==> src/hw/cache_settings.svh <==
`ifndef CACHE_SETTINGS_SVH
`define CACHE_SETTINGS_SVH

// address split: tag | index | offset
`define CACHE_TAG_W 20
`define CACHE_INDEX_W 8
`define CACHE_OFFSET_W 4

// data word and line geometry
`define CACHE_WORD_W 32
`define CACHE_BANKS 4

// one set per index value
`define CACHE_SETS (1 << `CACHE_INDEX_W)

`endif

==> src/hw/cache_pkg.sv <==
`include "cache_settings.svh"

package cache_pkg;

    // main FSM, one-hot
    typedef enum logic [4:0] {
        IDLE    = 5'b00001,
        LOOKUP  = 5'b00010,
        MISS    = 5'b00100,
        REPLACE = 5'b01000,
        REFILL  = 5'b10000
    } state_t;

    // one CPU request as seen at the port
    typedef struct packed {
        logic                       op;
        logic [`CACHE_TAG_W-1:0]    tag;
        logic [`CACHE_INDEX_W-1:0]  index;
        logic [`CACHE_OFFSET_W-1:0] offset;
        logic [`CACHE_WORD_W/8-1:0] wstrb;
        logic [`CACHE_WORD_W-1:0]   wdata;
    } cpu_req_t;

    typedef struct packed {
        logic [`CACHE_TAG_W-1:0]    tag;
        logic [`CACHE_INDEX_W-1:0]  index;
        logic [`CACHE_OFFSET_W-1:0] offset;
    } addr_fields_t;

    // memory address, flat or split
    typedef union packed {
        logic [`CACHE_TAG_W+`CACHE_INDEX_W+`CACHE_OFFSET_W-1:0] word;
        addr_fields_t                                           fields;
    } cache_addr_u;

    // state of one way for the set last presented
    typedef struct packed {
        logic                                        hit;
        logic                                        valid;
        logic                                        dirty;
        logic [`CACHE_TAG_W-1:0]                     tag;
        logic [`CACHE_BANKS-1:0][`CACHE_WORD_W-1:0]  line;
    } way_stat_t;

    // write into one way, data word shared by all banks
    typedef struct packed {
        logic [`CACHE_BANKS-1:0][`CACHE_WORD_W/8-1:0] wstrb;
        logic [`CACHE_WORD_W-1:0]                     wdata;
        logic                                         tag_we;
        logic                                         dirty_we;
        logic                                         dirty;
    } way_wr_t;

endpackage

==> src/hw/cache_ctrl.sv <==
`timescale 1ns/100ps
`include "cache_settings.svh"

module cache_ctrl (
    input  logic                                                   clk_g,
    input  logic                                                   resetn,
    input  cache_pkg::cpu_req_t                                    req,
    input  logic                                                   valid,
    output logic                                                   addr_ok,
    output logic                                                   data_ok,
    output logic [`CACHE_WORD_W-1:0]                               rdata,
    output logic [`CACHE_INDEX_W-1:0]                              set_index,
    output logic [`CACHE_TAG_W-1:0]                                lookup_tag,
    input  cache_pkg::way_stat_t                                   way0_stat,
    input  cache_pkg::way_stat_t                                   way1_stat,
    output cache_pkg::way_wr_t                                     way0_wr,
    output cache_pkg::way_wr_t                                     way1_wr,
    output logic                                                   rd_req,
    output logic [`CACHE_TAG_W+`CACHE_INDEX_W+`CACHE_OFFSET_W-1:0] rd_addr,
    input  logic                                                   rd_rdy,
    input  logic                                                   ret_valid,
    input  logic                                                   ret_last,
    input  logic [`CACHE_WORD_W-1:0]                               ret_data,
    output logic                                                   wr_req,
    output logic [`CACHE_TAG_W+`CACHE_INDEX_W+`CACHE_OFFSET_W-1:0] wr_addr,
    output logic [`CACHE_BANKS*`CACHE_WORD_W-1:0]                  wr_data,
    input  logic                                                   wr_rdy
);
    import cache_pkg::*;

    localparam int BEAT_W = $clog2(`CACHE_BANKS);

    state_t                   state;
    state_t                   state_nxt;
    cpu_req_t                 req_q;
    logic [BEAT_W-1:0]        beat_cnt;
    logic [BEAT_W-1:0]        word_sel;
    logic [2:0]               lfsr;
    logic                     victim;
    logic                     wb_slot;
    logic                     take;
    logic                     hit;
    logic                     write_hit;
    logic                     refill_beat;
    logic                     target_way;
    way_stat_t                hit_stat;
    way_stat_t                victim_stat;
    way_wr_t                  wr_cmd;
    cache_addr_u              rd_addr_u;
    cache_addr_u              wr_addr_u;
    logic [`CACHE_WORD_W-1:0] merged;

    assign take        = (state == IDLE) && valid;
    assign hit         = way0_stat.hit || way1_stat.hit;
    assign write_hit   = (state == LOOKUP) && hit && req_q.op;
    assign refill_beat = (state == REFILL) && ret_valid;
    assign word_sel    = req_q.offset[`CACHE_OFFSET_W-1 -: BEAT_W];
    assign hit_stat    = way0_stat.hit ? way0_stat : way1_stat;
    assign victim_stat = victim ? way1_stat : way0_stat;

    always_ff @(posedge clk_g) begin
        if (!resetn) begin
            state <= IDLE;
        end else begin
            state <= state_nxt;
        end
    end

    always_comb begin
        state_nxt = state;
        case (state)
            IDLE: begin
                if (valid) begin
                    state_nxt = LOOKUP;
                end
            end
            LOOKUP: begin
                state_nxt = hit ? IDLE : MISS;
            end
            MISS: begin
                if (wr_rdy) begin
                    state_nxt = REPLACE;
                end
            end
            REPLACE: begin
                if (rd_rdy) begin
                    state_nxt = REFILL;
                end
            end
            REFILL: begin
                if (ret_valid && ret_last) begin
                    state_nxt = IDLE;
                end
            end
            default: begin
                state_nxt = IDLE;
            end
        endcase
    end

    always_ff @(posedge clk_g) begin
        if (take) begin
            req_q <= req;
        end
    end

    // victim pick, beat count and the write-back slot
    always_ff @(posedge clk_g) begin
        if (!resetn) begin
            lfsr     <= 3'b000;
            victim   <= 1'b0;
            wb_slot  <= 1'b0;
            beat_cnt <= '0;
        end else begin
            lfsr    <= {lfsr[1:0], lfsr[2] ~^ lfsr[1]};
            wb_slot <= (state == MISS) && wr_rdy;
            if ((state == MISS) && wr_rdy) begin
                victim <= lfsr[1];
            end
            if ((state == REPLACE) && rd_rdy) begin
                beat_cnt <= '0;
            end else if (refill_beat) begin
                beat_cnt <= beat_cnt + 1'b1;
            end
        end
    end

    // store bytes laid over the returning word
    always_comb begin
        merged = ret_data;
        for (int b = 0; b < `CACHE_WORD_W/8; b++) begin
            if (req_q.wstrb[b]) begin
                merged[b*8 +: 8] = req_q.wdata[b*8 +: 8];
            end
        end
    end

    always_comb begin
        wr_cmd = '0;
        if (write_hit) begin
            wr_cmd.wstrb[word_sel] = req_q.wstrb;
            wr_cmd.wdata           = req_q.wdata;
            wr_cmd.dirty_we        = 1'b1;
            wr_cmd.dirty           = 1'b1;
        end else if (refill_beat) begin
            wr_cmd.wstrb[beat_cnt] = '1;
            wr_cmd.wdata           = (req_q.op && (beat_cnt == word_sel)) ? merged : ret_data;
            wr_cmd.tag_we          = ret_last;
            wr_cmd.dirty_we        = ret_last;
            wr_cmd.dirty           = req_q.op;
        end
    end

    // hit way in LOOKUP, victim otherwise
    assign target_way = (state == LOOKUP) ? !way0_stat.hit : victim;
    assign way0_wr    = target_way ? way_wr_t'('0) : wr_cmd;
    assign way1_wr    = target_way ? wr_cmd : way_wr_t'('0);

    assign set_index  = take ? req.index : req_q.index;
    assign lookup_tag = req_q.tag;

    assign addr_ok = (state == IDLE);
    assign data_ok = ((state == LOOKUP) && hit) || (refill_beat && (beat_cnt == word_sel));
    assign rdata   = (state == REFILL) ? ret_data : hit_stat.line[word_sel];

    always_comb begin
        rd_addr_u.fields.tag    = req_q.tag;
        rd_addr_u.fields.index  = req_q.index;
        rd_addr_u.fields.offset = '0;
        wr_addr_u.fields.tag    = victim_stat.tag;
        wr_addr_u.fields.index  = req_q.index;
        wr_addr_u.fields.offset = '0;
    end

    assign rd_req  = (state == REPLACE);
    assign rd_addr = rd_addr_u.word;

    // only a dirty, valid victim goes back to memory
    assign wr_req  = wb_slot && victim_stat.valid && victim_stat.dirty;
    assign wr_addr = wr_addr_u.word;
    assign wr_data = victim_stat.line;

endmodule

==> config.mk <==
export PLATFORM = sky130hd
export DESIGN_NAME = cache_ctrl
export DESIGN_NICKNAME = d
export VERILOG_FILES = /design/src/hw/cache_pkg.sv /design/src/hw/cache_ctrl.sv
export VERILOG_INCLUDE_DIRS = /design/src /design/src/hw
export SDC_FILE = /design/constraint.sdc
export NUM_CORES = 1
export LEC_CHECK = 0
export BUFFER_PORTS_ARGS = -buffer_cell sky130_fd_sc_hd__buf_2
export CAP_MARGIN = 20
export CORE_AREA = 2 2 303 305
export DETAILED_ROUTE_END_ITERATION = 16
export DIE_AREA = 0 0 305 307
export GPL_ROUTABILITY_DRIVEN = 1
export SYNTH_ARGS = -nofsm -noshare
export SYNTH_HDL_FRONTEND = slang
export SYNTH_SLANG_ARGS = --single-unit
==> constraint.sdc <==
create_clock -name clk_g -period 2.7 [get_ports clk_g]
set_clock_uncertainty 0.2 [all_clocks]
set_input_delay 0.135 -clock clk_g [delete_from_list [all_inputs] [get_ports clk_g]]
set_output_delay 0.135 -clock clk_g [all_outputs]
set_load 0.05 [all_outputs]
==> impl_metrics.env, run 1 <==
export IMPL_status="finished, violations left"
export IMPL_violations="negative setup slack"
export IMPL_critPathTopFamily="buffers and inverters"
export IMPL_irDropWorstVdd_mv=0.396
export IMPL_max_freq_mhz=358
export IMPL_met2_usage_pct=25.9
export IMPL_setup_viol=12
export IMPL_crit_chain="buf_12 > buf_12 > buf_16 > mux4_2 > a22oi_2 > nand2_1 > buf_6"
export IMPL_leakagePower_nw=6.99
export IMPL_via_count=10900
export IMPL_synthAdderAreaFrac_pct=0.593
export IMPL_syn_inst=807
export IMPL_min_period_ns=2.79
export IMPL_p_total_mw=5.92
export IMPL_clk_latency_ns=0.38
export IMPL_drive_gt1_share_pct=75.0
export IMPL_synth_top_family_by_area="multiplexers"
export IMPL_cts_htree_levels=3
export IMPL_synthMuxAreaShare_pct=38.1
export IMPL_crit_type="register to primary output"
export IMPL_yosysSeqAreaShare_pct=26.7
export IMPL_relSlewSlack_pct=55.9
export IMPL_path_max_fanout=5
export IMPL_ys_async_sr_fraction_pct=0
export IMPL_fin_area_um2=16800
export IMPL_grt_busiest_layer="met2"
export IMPL_drt_iter0_drc=693
export IMPL_synthTopCellsByCount="mux2_2, nand2_1, buf_4"
export IMPL_gr_total_overflow=0
export IMPL_post_drt_wl_per_cell_um=28.2
export IMPL_routed_via_density=3.87
export IMPL_syn_to_final_growth_pct=98.5
export IMPL_finish_utilization_pct=18.5
export IMPL_cap_violations=0
export IMPL_ios=768
export IMPL_antenna_found_initial=50
export IMPL_fp_dieW_um=305
export IMPL_cts_buffers=9
export IMPL_use_met1_pct=20.8
export IMPL_std_cell_rows=111
export IMPL_cp_start_kind="register"
export IMPL_clk_path_buf_depth=2
export IMPL_fin_nets=2027
export IMPL_synth_top_cell_area_share_pct=23.8
export IMPL_grt_first_pass_wirelength_um=100000
export IMPL_yosys_most_used_dff="edfxtp_1"
export IMPL_worstPathRequired_ns=2.37
export IMPL_postRouteAntennaNets=0
export IMPL_power_density_nw_per_um2=353
export IMPL_slew_violations=0
export IMPL_yosys_register_bits=79
export IMPL_cts_tree="yes"
export IMPL_max_stage_delay_ns=0.50
export IMPL_tightest_slew_ns=0.661
export IMPL_yosys_area_top_type="edfxtp_1"
export IMPL_track_usage_pct=16.1
export IMPL_hold_class="primary input to register"
export IMPL_clkSinkCount=79
export IMPL_cts_root_buf="clkbuf_16"
export IMPL_place_area_um2=14300
export IMPL_reg2reg_from="state[2]"
export IMPL_setup_slack_ns=-0.0900
export IMPL_finalHoldViolCount=0
export IMPL_syn_area_um2=8440
export IMPL_critPathLaunch="req_q[38]"
export IMPL_synth_compound_area_share_pct=12.3
export IMPL_die_area_um2=93600
export IMPL_cp_endpoint="rdata[15]"
export IMPL_place_congestion=0.982
export IMPL_end_kind="primary output"
export IMPL_synth_xor_area_share_pct=0.519
export IMPL_synth_simple_area_share_pct=11.3
export IMPL_routed_wl_um=79500
export IMPL_yosys_warnings=0
export IMPL_synth_distinct_cells=52
export IMPL_path_depth=7
export IMPL_post_route_period_util_pct=103
export IMPL_die_height_um=307
export IMPL_reg2regPathDepth=6
export IMPL_synth_area_leaders="edfxtp_1, mux2_2, mux4_2, buf_4, a21oi_1"
export IMPL_met3_usage_pct=4.09
export IMPL_drtPass1Iterations=5
export IMPL_reg2reg_to="lookup_tag[16]"
export IMPL_dp_slack_ns=-0.223
export IMPL_synth_edff_count=67
export IMPL_rsz0062_at_grt="true"
export IMPL_drc_errors=0
export IMPL_core_um2=90700
export IMPL_grt_pass1_vias=11000
export IMPL_grt_max_degree=88
export IMPL_dp_hpwl_um=67600
export IMPL_reg2reg_slack_ns=0.44
export IMPL_cp_common_cell="buf_12"
export IMPL_crit_slowest_cell="mux4_2"
export IMPL_initial_core_util_pct=9.31
export IMPL_synth_most_common_cell="mux2_2"
export IMPL_syn_avg_cell_area_um2=10.5
export IMPL_cp_data_arrival_time_ns=2.45
export IMPL_clkTransAtPathRegs_ns=0.07
export IMPL_critical_path_buf_inv_count=4
export IMPL_holdWs_ns=0.0967
export IMPL_io_buffers=757
==> routing by layer <==
layer,routed length (µm),up-vias
li1,-,4672
met1,34100,5395
met2,35900,708
met3,6250,129
met4,3180,16
met5,95,-
==> report_power, final <==
group	leakage, nW	switching, mW	internal [mW]
registers	0.737	0.0515	1.43
logic	6.11	2.00	1.08
clock network	0.150	0.566	0.799
total	6.99	2.61	3.31
==> worst min-delay path by stage <==
stage                              start   endpoint  slack, ns  cells after the start
after floorplan                   resetn   state[0]       0.01                      1
after global placement           req[25]  req_q[25]       0.11                      1
after detailed placement         req[25]  req_q[25]       0.11                      1
after CTS                       ret_last   state[1]       0.06                      5
after global routing      way1_stat[150]   state[2]       0.12                      4
final                     way1_stat[150]   state[2]        0.1                      4
==> registers in the layout, indices dropped and copies added, names as in the netlist <==
name,flops
lookup_tag,20
state,5
rd_addr,8
beat_cnt,2
wb_slot,1
req_q,39
lfsr,3
victim,1
==> worst reg2reg max path, stage by stage (launching register included) <==
cell        delay, ns
dfxtp_1          0.34
buf_4            0.17
nor2_1           0.19
and3_2           0.27
nand2_4          0.16
clkinvlp_4       0.14
buf_12           0.35
==> layout by cell type, fill, tap and decap left out, types with 5 or more instances in the layout <==
cell type and instances:
buf_2 664, mux2_2 156, buf_12 74, dlygate4sd3_1 73
nand2_1 68, edfxtp_1 67, mux4_2 64, buf_4 53
a21oi_2 46, nor2_1 45, buf_6 43, a22oi_2 31
nand3b_1 31, diode_2 19, a32oi_1 17, o21ai_0 17
a21oi_1 17, clkbuf_16 12, o21ai_2 10, o21ai_1 8
conb_1 8, inv_1 6, dfxtp_1 6, a21oi_4 5
and2_1 5, buf_16 5, buf_8 5
==> cells by family (layout without fill, tap and decap cells) <==
logic type / after synthesis / after routing
AOI/OAI and AO/OA: 165 / 165
and+or+nand+nor: 189 / 189
buffers and inverters: 142 / 945
other: 1 / 27
muxes: 222 / 222
adders and majority gates: 4 / 4
DFF: 79 / 79
xor gates and xnor gates: 5 / 5
==> final cells by class <==
| cell class | instances | area [µm²] |
|---|---|---|
| Fill cell | 10100 | 73900 |
| Timing Repair Buffer | 923 | 6730 |
| Multi-Input combinational cell | 593 | 5900 |
| Sequential cell | 79 | 2260 |
| Tap cell | 1186 | 1480 |
| Clock buffer | 10 | 229 |
| Clock inverter | 5 | 73.8 |
| Antenna cell | 19 | 47.5 |
| Inverter | 7 | 30.0 |
==> what timing repair did <==
action,4_1_cts,5_1_grt
pin swaps,70,55
resized for setup,164,119
hold endpoints to repair,79,0
hold buffers,73,0
setup endpoints to repair,131,123
setup buffers,20,10
gates cloned,6,3
==> through the flow <==
| stage | cells | setup TNS (ns) |
|---|---|---|
| after CTS | 2796 | -1.51 |
| after global routing | 2809 | -2.96 |
| after floorplan | 814 | 0 |
| final | 2822 | -0.368 |
| after detailed placement | 2683 | -2.16 |
| after global placement | 2683 | -1.87 |
Note: power is estimated with default switching activity, not from simulation.
==> inputs of run 2 (changes only) <==
==> constraint.sdc (replaced) <==
create_clock -name clk_g -period 2.2 [get_ports clk_g]
set_clock_uncertainty 0.2 [all_clocks]
set_input_delay 0.11 -clock clk_g [delete_from_list [all_inputs] [get_ports clk_g]]
set_output_delay 0.11 -clock clk_g [all_outputs]
set_load 0.05 [all_outputs]
==> impl_metrics.env, run 2 (same netlist as run 1, synthesis figures left out) <==
export IMPL_grt_pass1_vias=11500
export IMPL_min_from="way1_stat[150]"
export IMPL_initial_core_util_pct=9.31
export IMPL_power_share_switching_pct=44.2
export IMPL_cts_root_buf="clkbuf_16"
export IMPL_violations="negative setup slack"
export IMPL_routed_via_density=3.99
export IMPL_final_common_cell="buf_2"
export IMPL_core_um2=90700
export IMPL_crit_slowest_cell="or3_4"
export IMPL_largest_register_ffs=39
export IMPL_end_kind="primary output"
export IMPL_cp_common_cell="buf_12"
export IMPL_seqCellArea_um2=2270
export IMPL_crit_type="register to primary output"
export IMPL_drc_errors=0
export IMPL_cts_buffers=9
export IMPL_postRouteAntennaNets=0
export IMPL_place_congestion=0.923
export IMPL_post_drt_wl_per_cell_um=30.0
export IMPL_clk_latency_ns=0.37
export IMPL_finalHoldViolCount=0
export IMPL_fillers=9809
export IMPL_clkSinkCount=79
export IMPL_gr_total_overflow=0
export IMPL_io_buffers=757
export IMPL_cp_start_kind="register"
export IMPL_rsz0062_at_grt="true"
export IMPL_multi_input_area_um2=6780
export IMPL_cts_tree="yes"
export IMPL_critPathTopFamily="buffers and inverters"
export IMPL_setup_slack_ns=-0.502
export IMPL_cp_data_arrival_time_ns=2.39
export IMPL_clkTransAtPathRegs_ns=0.07
export IMPL_drtPass1Iterations=5
export IMPL_irDropWorstVdd_mv=0.309
export IMPL_leakagePower_nw=7.92
export IMPL_reg2reg_from="state[0]"
export IMPL_max_freq_mhz=370
export IMPL_via_count=11600
export IMPL_cts_htree_levels=3
export IMPL_fin_area_um2=19600
export IMPL_place_area_um2=15400
export IMPL_largest_register="req_q"
export IMPL_crit_chain="buf_12 > xor2_1 > buf_6 > buf_12 > or3_4 > nand3b_1 > buf_4 > a21oi_4 > buf_12"
export IMPL_placedCellCount=2730
export IMPL_reg2reg_slack_ns=0.12
export IMPL_path_max_fanout=8
export IMPL_reg2regPathDepth=8
export IMPL_grt_max_degree=39
export IMPL_p_seq_share_pct=23.5
export IMPL_power_frac_clock_pct=21.6
export IMPL_std_cell_rows=111
export IMPL_comb_power_share_pct=54.9
export IMPL_drive_gt1_share_pct=82.0
export IMPL_antenna_found_initial=46
export IMPL_worstPathRequired_ns=1.89
export IMPL_min_period_ns=2.70
export IMPL_syn_to_final_growth_pct=132
export IMPL_setup_viol=149
export IMPL_final_cell_mix="buf_2, mux2_2, buf_12"
export IMPL_holdPathStages=5
export IMPL_routed_wl_um=87000
export IMPL_internal_power_mw=4.34
export IMPL_die_area_um2=93600
export IMPL_drt_iter0_drc=768
export IMPL_p_sw_mw=3.44
export IMPL_critical_path_buf_inv_count=5
export IMPL_hold_class="primary input to register"
export IMPL_final_cells=2903
export IMPL_fp_dieW_um=305
export IMPL_max_stage_delay_ns=0.44
export IMPL_dp_slack_ns=-0.486
export IMPL_post_route_period_util_pct=123
export IMPL_grt_first_pass_wirelength_um=108000
export IMPL_track_usage_pct=17.3
export IMPL_dp_hpwl_um=70300
export IMPL_clk_path_buf_depth=2
export IMPL_power_density_nw_per_um2=396
export IMPL_hold_end="state[2]"
export IMPL_status="finished, violations left"
export IMPL_reg2reg_to="beat_cnt[1]"
export IMPL_fin_nets=2103
export IMPL_slew_violations=0
export IMPL_ios=768
export IMPL_cap_violations=0
export IMPL_die_height_um=307
==> run 2: cell count changes in the layout (fill, tap and decap cells not counted), moves of 15 or more <==
| cell | delta |
|---|---|
| buf_2 | -75 |
| buf_6 | +47 |
| buf_12 | +38 |
| nor2_1 | -35 |
| buf_4 | +30 |
| nor2_2 | +25 |
| mux2_2 | -20 |
| mux2_4 | +20 |
| a32oi_1 | -17 |
| buf_8 | +17 |
| nand2_1 | -16 |
| buf_16 | +15 |
==> run 2: worst max-delay path by stage <==
stage / startpoint / endpoint / slack (ns) / cells past startpoint
floorplan: req_q[39] / way0_wr[27] / -0.24 / 5
global placement: req_q[39] / way0_wr[6] / -0.49 / 6
detailed placement: req_q[39] / way0_wr[6] / -0.49 / 6
CTS: req_q[38] / rdata[31] / -0.54 / 7
global route: req_q[38] / rdata[15] / -0.57 / 8
finish: req_q[38] / way1_wr[13] / -0.50 / 9
==> run 2: layout make-up <==
type                    count  area share, %
repair buffers            999           44.2
multi-input cells         593           34.6
flip-flops and latches     79           11.6
well taps                1186           7.56
clock buffers              11           1.29
clock inverters             5          0.319
diodes                     23          0.293
inverters                   7          0.153
==> run 2: metal layers <==
metal | GRT usage, % | vias to the layer above | part of all wire [%] | wire [µm]
li1 | - | 4840 | - | -
met1 | 21.2 | 5706 | 42 | 36600
met2 | 27.0 | 813 | 44 | 37900
met3 | 6.60 | 190 | 9.2 | 7990
met4 | 7.28 | 24 | 5.0 | 4370
met5 | 0 | - | 0.19 | 166
==> run 2: power groups by stage <==
| stage | Clock [mW] | Sequential (mW) | Combinational (mW) |
|---|---|---|---|
| 3_5_place_dp | 0 | 1.84 | 3.52 |
| 5_1_grt | 1.80 | 1.83 | 4.41 |
| 2_1_floorplan | 0 | 1.82 | 2.08 |
| 4_1_cts | 1.75 | 1.82 | 3.95 |
| 6_report | 1.68 | 1.82 | 4.27 |
| 3_3_place_gp | 0 | 1.84 | 3.51 |
==> run 2: what timing repair did <==
item                                    4_1_cts  5_1_grt
gates resized for setup                     353      229
setup buffers                                38       25
gates cloned                                 15        7
endpoints found under the hold margin        79        0
endpoints found under the setup margin      202      161
pin swaps                                    65       92
hold buffers                                 71        0
==> run 2: worst min-delay path: cells and delay by family <==
family | cells | cell delay [ns]
AOI/OAI and AO/OA | 1 | 0.24
and+or+nand+nor | 2 | 0.10
buffers and inverters | 2 | 0.23
==> run 2: stage by stage <==
| step | hold slack (ns) | TNS (ns) | power (mW) | utilization, % |
|---|---|---|---|---|
| CTS | 0.0653 | -47.16 | 7.51 | 20.3 |
| global placement | 0.0866 | -13.11 | 5.35 | 16.9 |
| floorplan | -0.0114 | -28.72 | 3.90 | - |
| global route | 0.155 | -59.60 | 8.04 | 21.6 |
| detailed placement | 0.0881 | -13.24 | 5.36 | 16.9 |
| finish | 0.142 | -48.82 | 7.77 | 21.6 |
==> inputs of run 3 (changes only) <==
--- a/config.mk
+++ b/config.mk
@@ -6,11 +6,11 @@
 export SDC_FILE = /design/constraint.sdc
 export NUM_CORES = 1
 export LEC_CHECK = 0
-export BUFFER_PORTS_ARGS = -buffer_cell sky130_fd_sc_hd__buf_2
 export CAP_MARGIN = 20
 export CORE_AREA = 2 2 303 305
 export DETAILED_ROUTE_END_ITERATION = 16
 export DIE_AREA = 0 0 305 307
+export DONT_BUFFER_PORTS = 1
 export GPL_ROUTABILITY_DRIVEN = 1
 export SYNTH_ARGS = -nofsm -noshare
 export SYNTH_HDL_FRONTEND = slang
==> impl_metrics.env, run 3 (same netlist as run 1, synthesis figures left out) <==
export IMPL_place_congestion=1.03
export IMPL_relSlewSlack_pct=64.6
export IMPL_holdPathStages=1
export IMPL_grt_first_pass_wirelength_um=104000
export IMPL_irDropWorstVdd_mv=0.479
export IMPL_drive_gt1_share_pct=72.8
export IMPL_finalHoldViolCount=0
export IMPL_clk_latency_ns=0.37
export IMPL_cts_root_buf="clkbuf_16"
export IMPL_min_from="req[32]"
export IMPL_clkSinkCount=79
export IMPL_clk_path_buf_depth=2
export IMPL_dp_hpwl_um=70300
export IMPL_end_kind="primary output"
export IMPL_hold_end="req_q[32]"
export IMPL_postRouteAntennaNets=1
export IMPL_seqCellArea_um2=2270
export IMPL_std_cell_rows=111
export IMPL_routed_via_density=3.92
export IMPL_reg2regPathDepth=9
export IMPL_syn_to_final_growth_pct=98.3
export IMPL_post_drt_wl_per_cell_um=36.4
export IMPL_drt_iter0_drc=695
export IMPL_initial_core_util_pct=9.31
export IMPL_fillers=9818
export IMPL_via_count=9230
export IMPL_grt_max_degree=68
export IMPL_cap_violations=0
export IMPL_tightest_slew_ns=0.533
export IMPL_antenna_found_initial=54
export IMPL_die_area_um2=93600
export IMPL_cts_buffers=9
export IMPL_slew_violations=0
export IMPL_multi_input_area_um2=7030
export IMPL_fin_area_um2=16700
export IMPL_p_total_mw=7.03
export IMPL_grt_pass1_vias=9480
export IMPL_place_area_um2=12300
export IMPL_cts_htree_levels=3
export IMPL_largest_register="req_q"
export IMPL_setup_slack_ns=-0.493
export IMPL_path_max_fanout=8
export IMPL_die_height_um=307
export IMPL_routed_wl_um=85600
export IMPL_crit_chain="xor2_4 > buf_12 > or3_4 > buf_12 > nand3b_1 > a21oi_2 > buf_6"
export IMPL_clkTransAtPathRegs_ns=0.08
export IMPL_track_usage_pct=17.3
export IMPL_crit_type="register to primary output"
export IMPL_crit_slowest_cell="edfxtp_1"
export IMPL_gr_total_overflow=0
export IMPL_cts_tree="yes"
export IMPL_reg2reg_to="beat_cnt[1]"
export IMPL_min_period_ns=2.69
export IMPL_drc_errors=0
export IMPL_final_common_cell="mux2_2"
export IMPL_leakagePower_nw=5.55
export IMPL_fp_dieW_um=305
export IMPL_use_met1_pct=20.8
export IMPL_max_stage_delay_ns=0.50
export IMPL_fin_nets=1517
export IMPL_final_cell_mix="mux2_2, buf_6, buf_4"
export IMPL_met3_usage_pct=7.42
export IMPL_largest_register_ffs=39
export IMPL_post_route_period_util_pct=122
export IMPL_met2_usage_pct=27.4
export IMPL_hold_class="primary input to register"
export IMPL_reg2reg_from="state[3]"
export IMPL_max_freq_mhz=371
export IMPL_cp_common_cell="buf_12"
export IMPL_violations="antenna violations, negative setup slack"
export IMPL_cp_start_kind="register"
export IMPL_ios=768
export IMPL_worstPathRequired_ns=1.89
export IMPL_reg2reg_slack_ns=0.06
export IMPL_rsz0062_at_grt="true"
export IMPL_power_density_nw_per_um2=420
export IMPL_io_buffers=0
export IMPL_status="finished, violations left"
export IMPL_setup_viol=134
export IMPL_cp_data_arrival_time_ns=2.38
export IMPL_grt_busiest_layer="met2"
export IMPL_drtPass1Iterations=5
export IMPL_core_um2=90700
[run 3: final cells by class]
cell class | instances | share of cell area [%]
clock inverters | 7 | 0.628
multi-input cells | 593 | 42.0
flip-flops and latches | 79 | 13.6
inverters | 7 | 0.179
diodes | 59 | 0.882
repair buffers | 413 | 32.5
clock buffers | 9 | 1.35
well taps | 1186 | 8.87
[run 3: routing by layer]
metal | share of wire (%) | vias to the layer above
li1 | - | 3688
met1 | 40 | 4700
met2 | 44 | 671
met3 | 11 | 147
met4 | 4.1 | 24
met5 | 0.19 | -
[run 3: worst max-delay path by stage]
| stage | startpoint | end | slack (ns) | cells past startpoint |
|---|---|---|---|---|
| finish | req_q[39] | way1_wr[17] | -0.49 | 7 |
| global route | req_q[38] | way0_wr[4] | -0.57 | 9 |
| CTS | req_q[38] | rdata[8] | -0.55 | 8 |
| detailed placement | req_q[38] | rdata[18] | -0.38 | 7 |
| global placement | req_q[38] | rdata[18] | -0.36 | 7 |
| floorplan | req_q[39] | way0_wr[27] | -0.24 | 5 |
[run 3: power by group]
part	internal, mW	switching [mW]
registers	1.75	0.0662
logic	1.18	2.26
clock network	1.01	0.758
[run 3: repair_timing]
action / in CTS / in global routing
hold buffers: 75 / 0
pin swaps: 131 / 89
buffers inserted: 38 / 25
endpoints found under the setup margin: 142 / 178
gates resized for setup: 382 / 150
gates cloned: 21 / 2
endpoints found under the hold margin: 79 / 0
[run 3: critical path, delay by kind of cell, from the launching register on]
kind / cells / cell delay [ns]
AOI/OAI and AO/OA: 1 / 0.12
buffers and inverters: 3 / 0.50
DFF: 1 / 0.50
xor gates and xnor gates: 1 / 0.24
and+or+nand+nor: 2 / 0.64
[run 3: stage by stage]
step	utilization (%)	worst slack, ns	cells	hold WS [ns]	setup TNS, ns
finish	18.5	-0.493	2353	0.151	-46.85
global route	18.3	-0.569	2312	0.137	-58.70
CTS	17.4	-0.548	2276	0.125	-51.49
detailed placement	13.6	-0.379	2141	-0.00506	-8.74
global placement	13.6	-0.361	2141	-0.00658	-7.82
floorplan	-	-0.243	814	-0.0114	-28.72
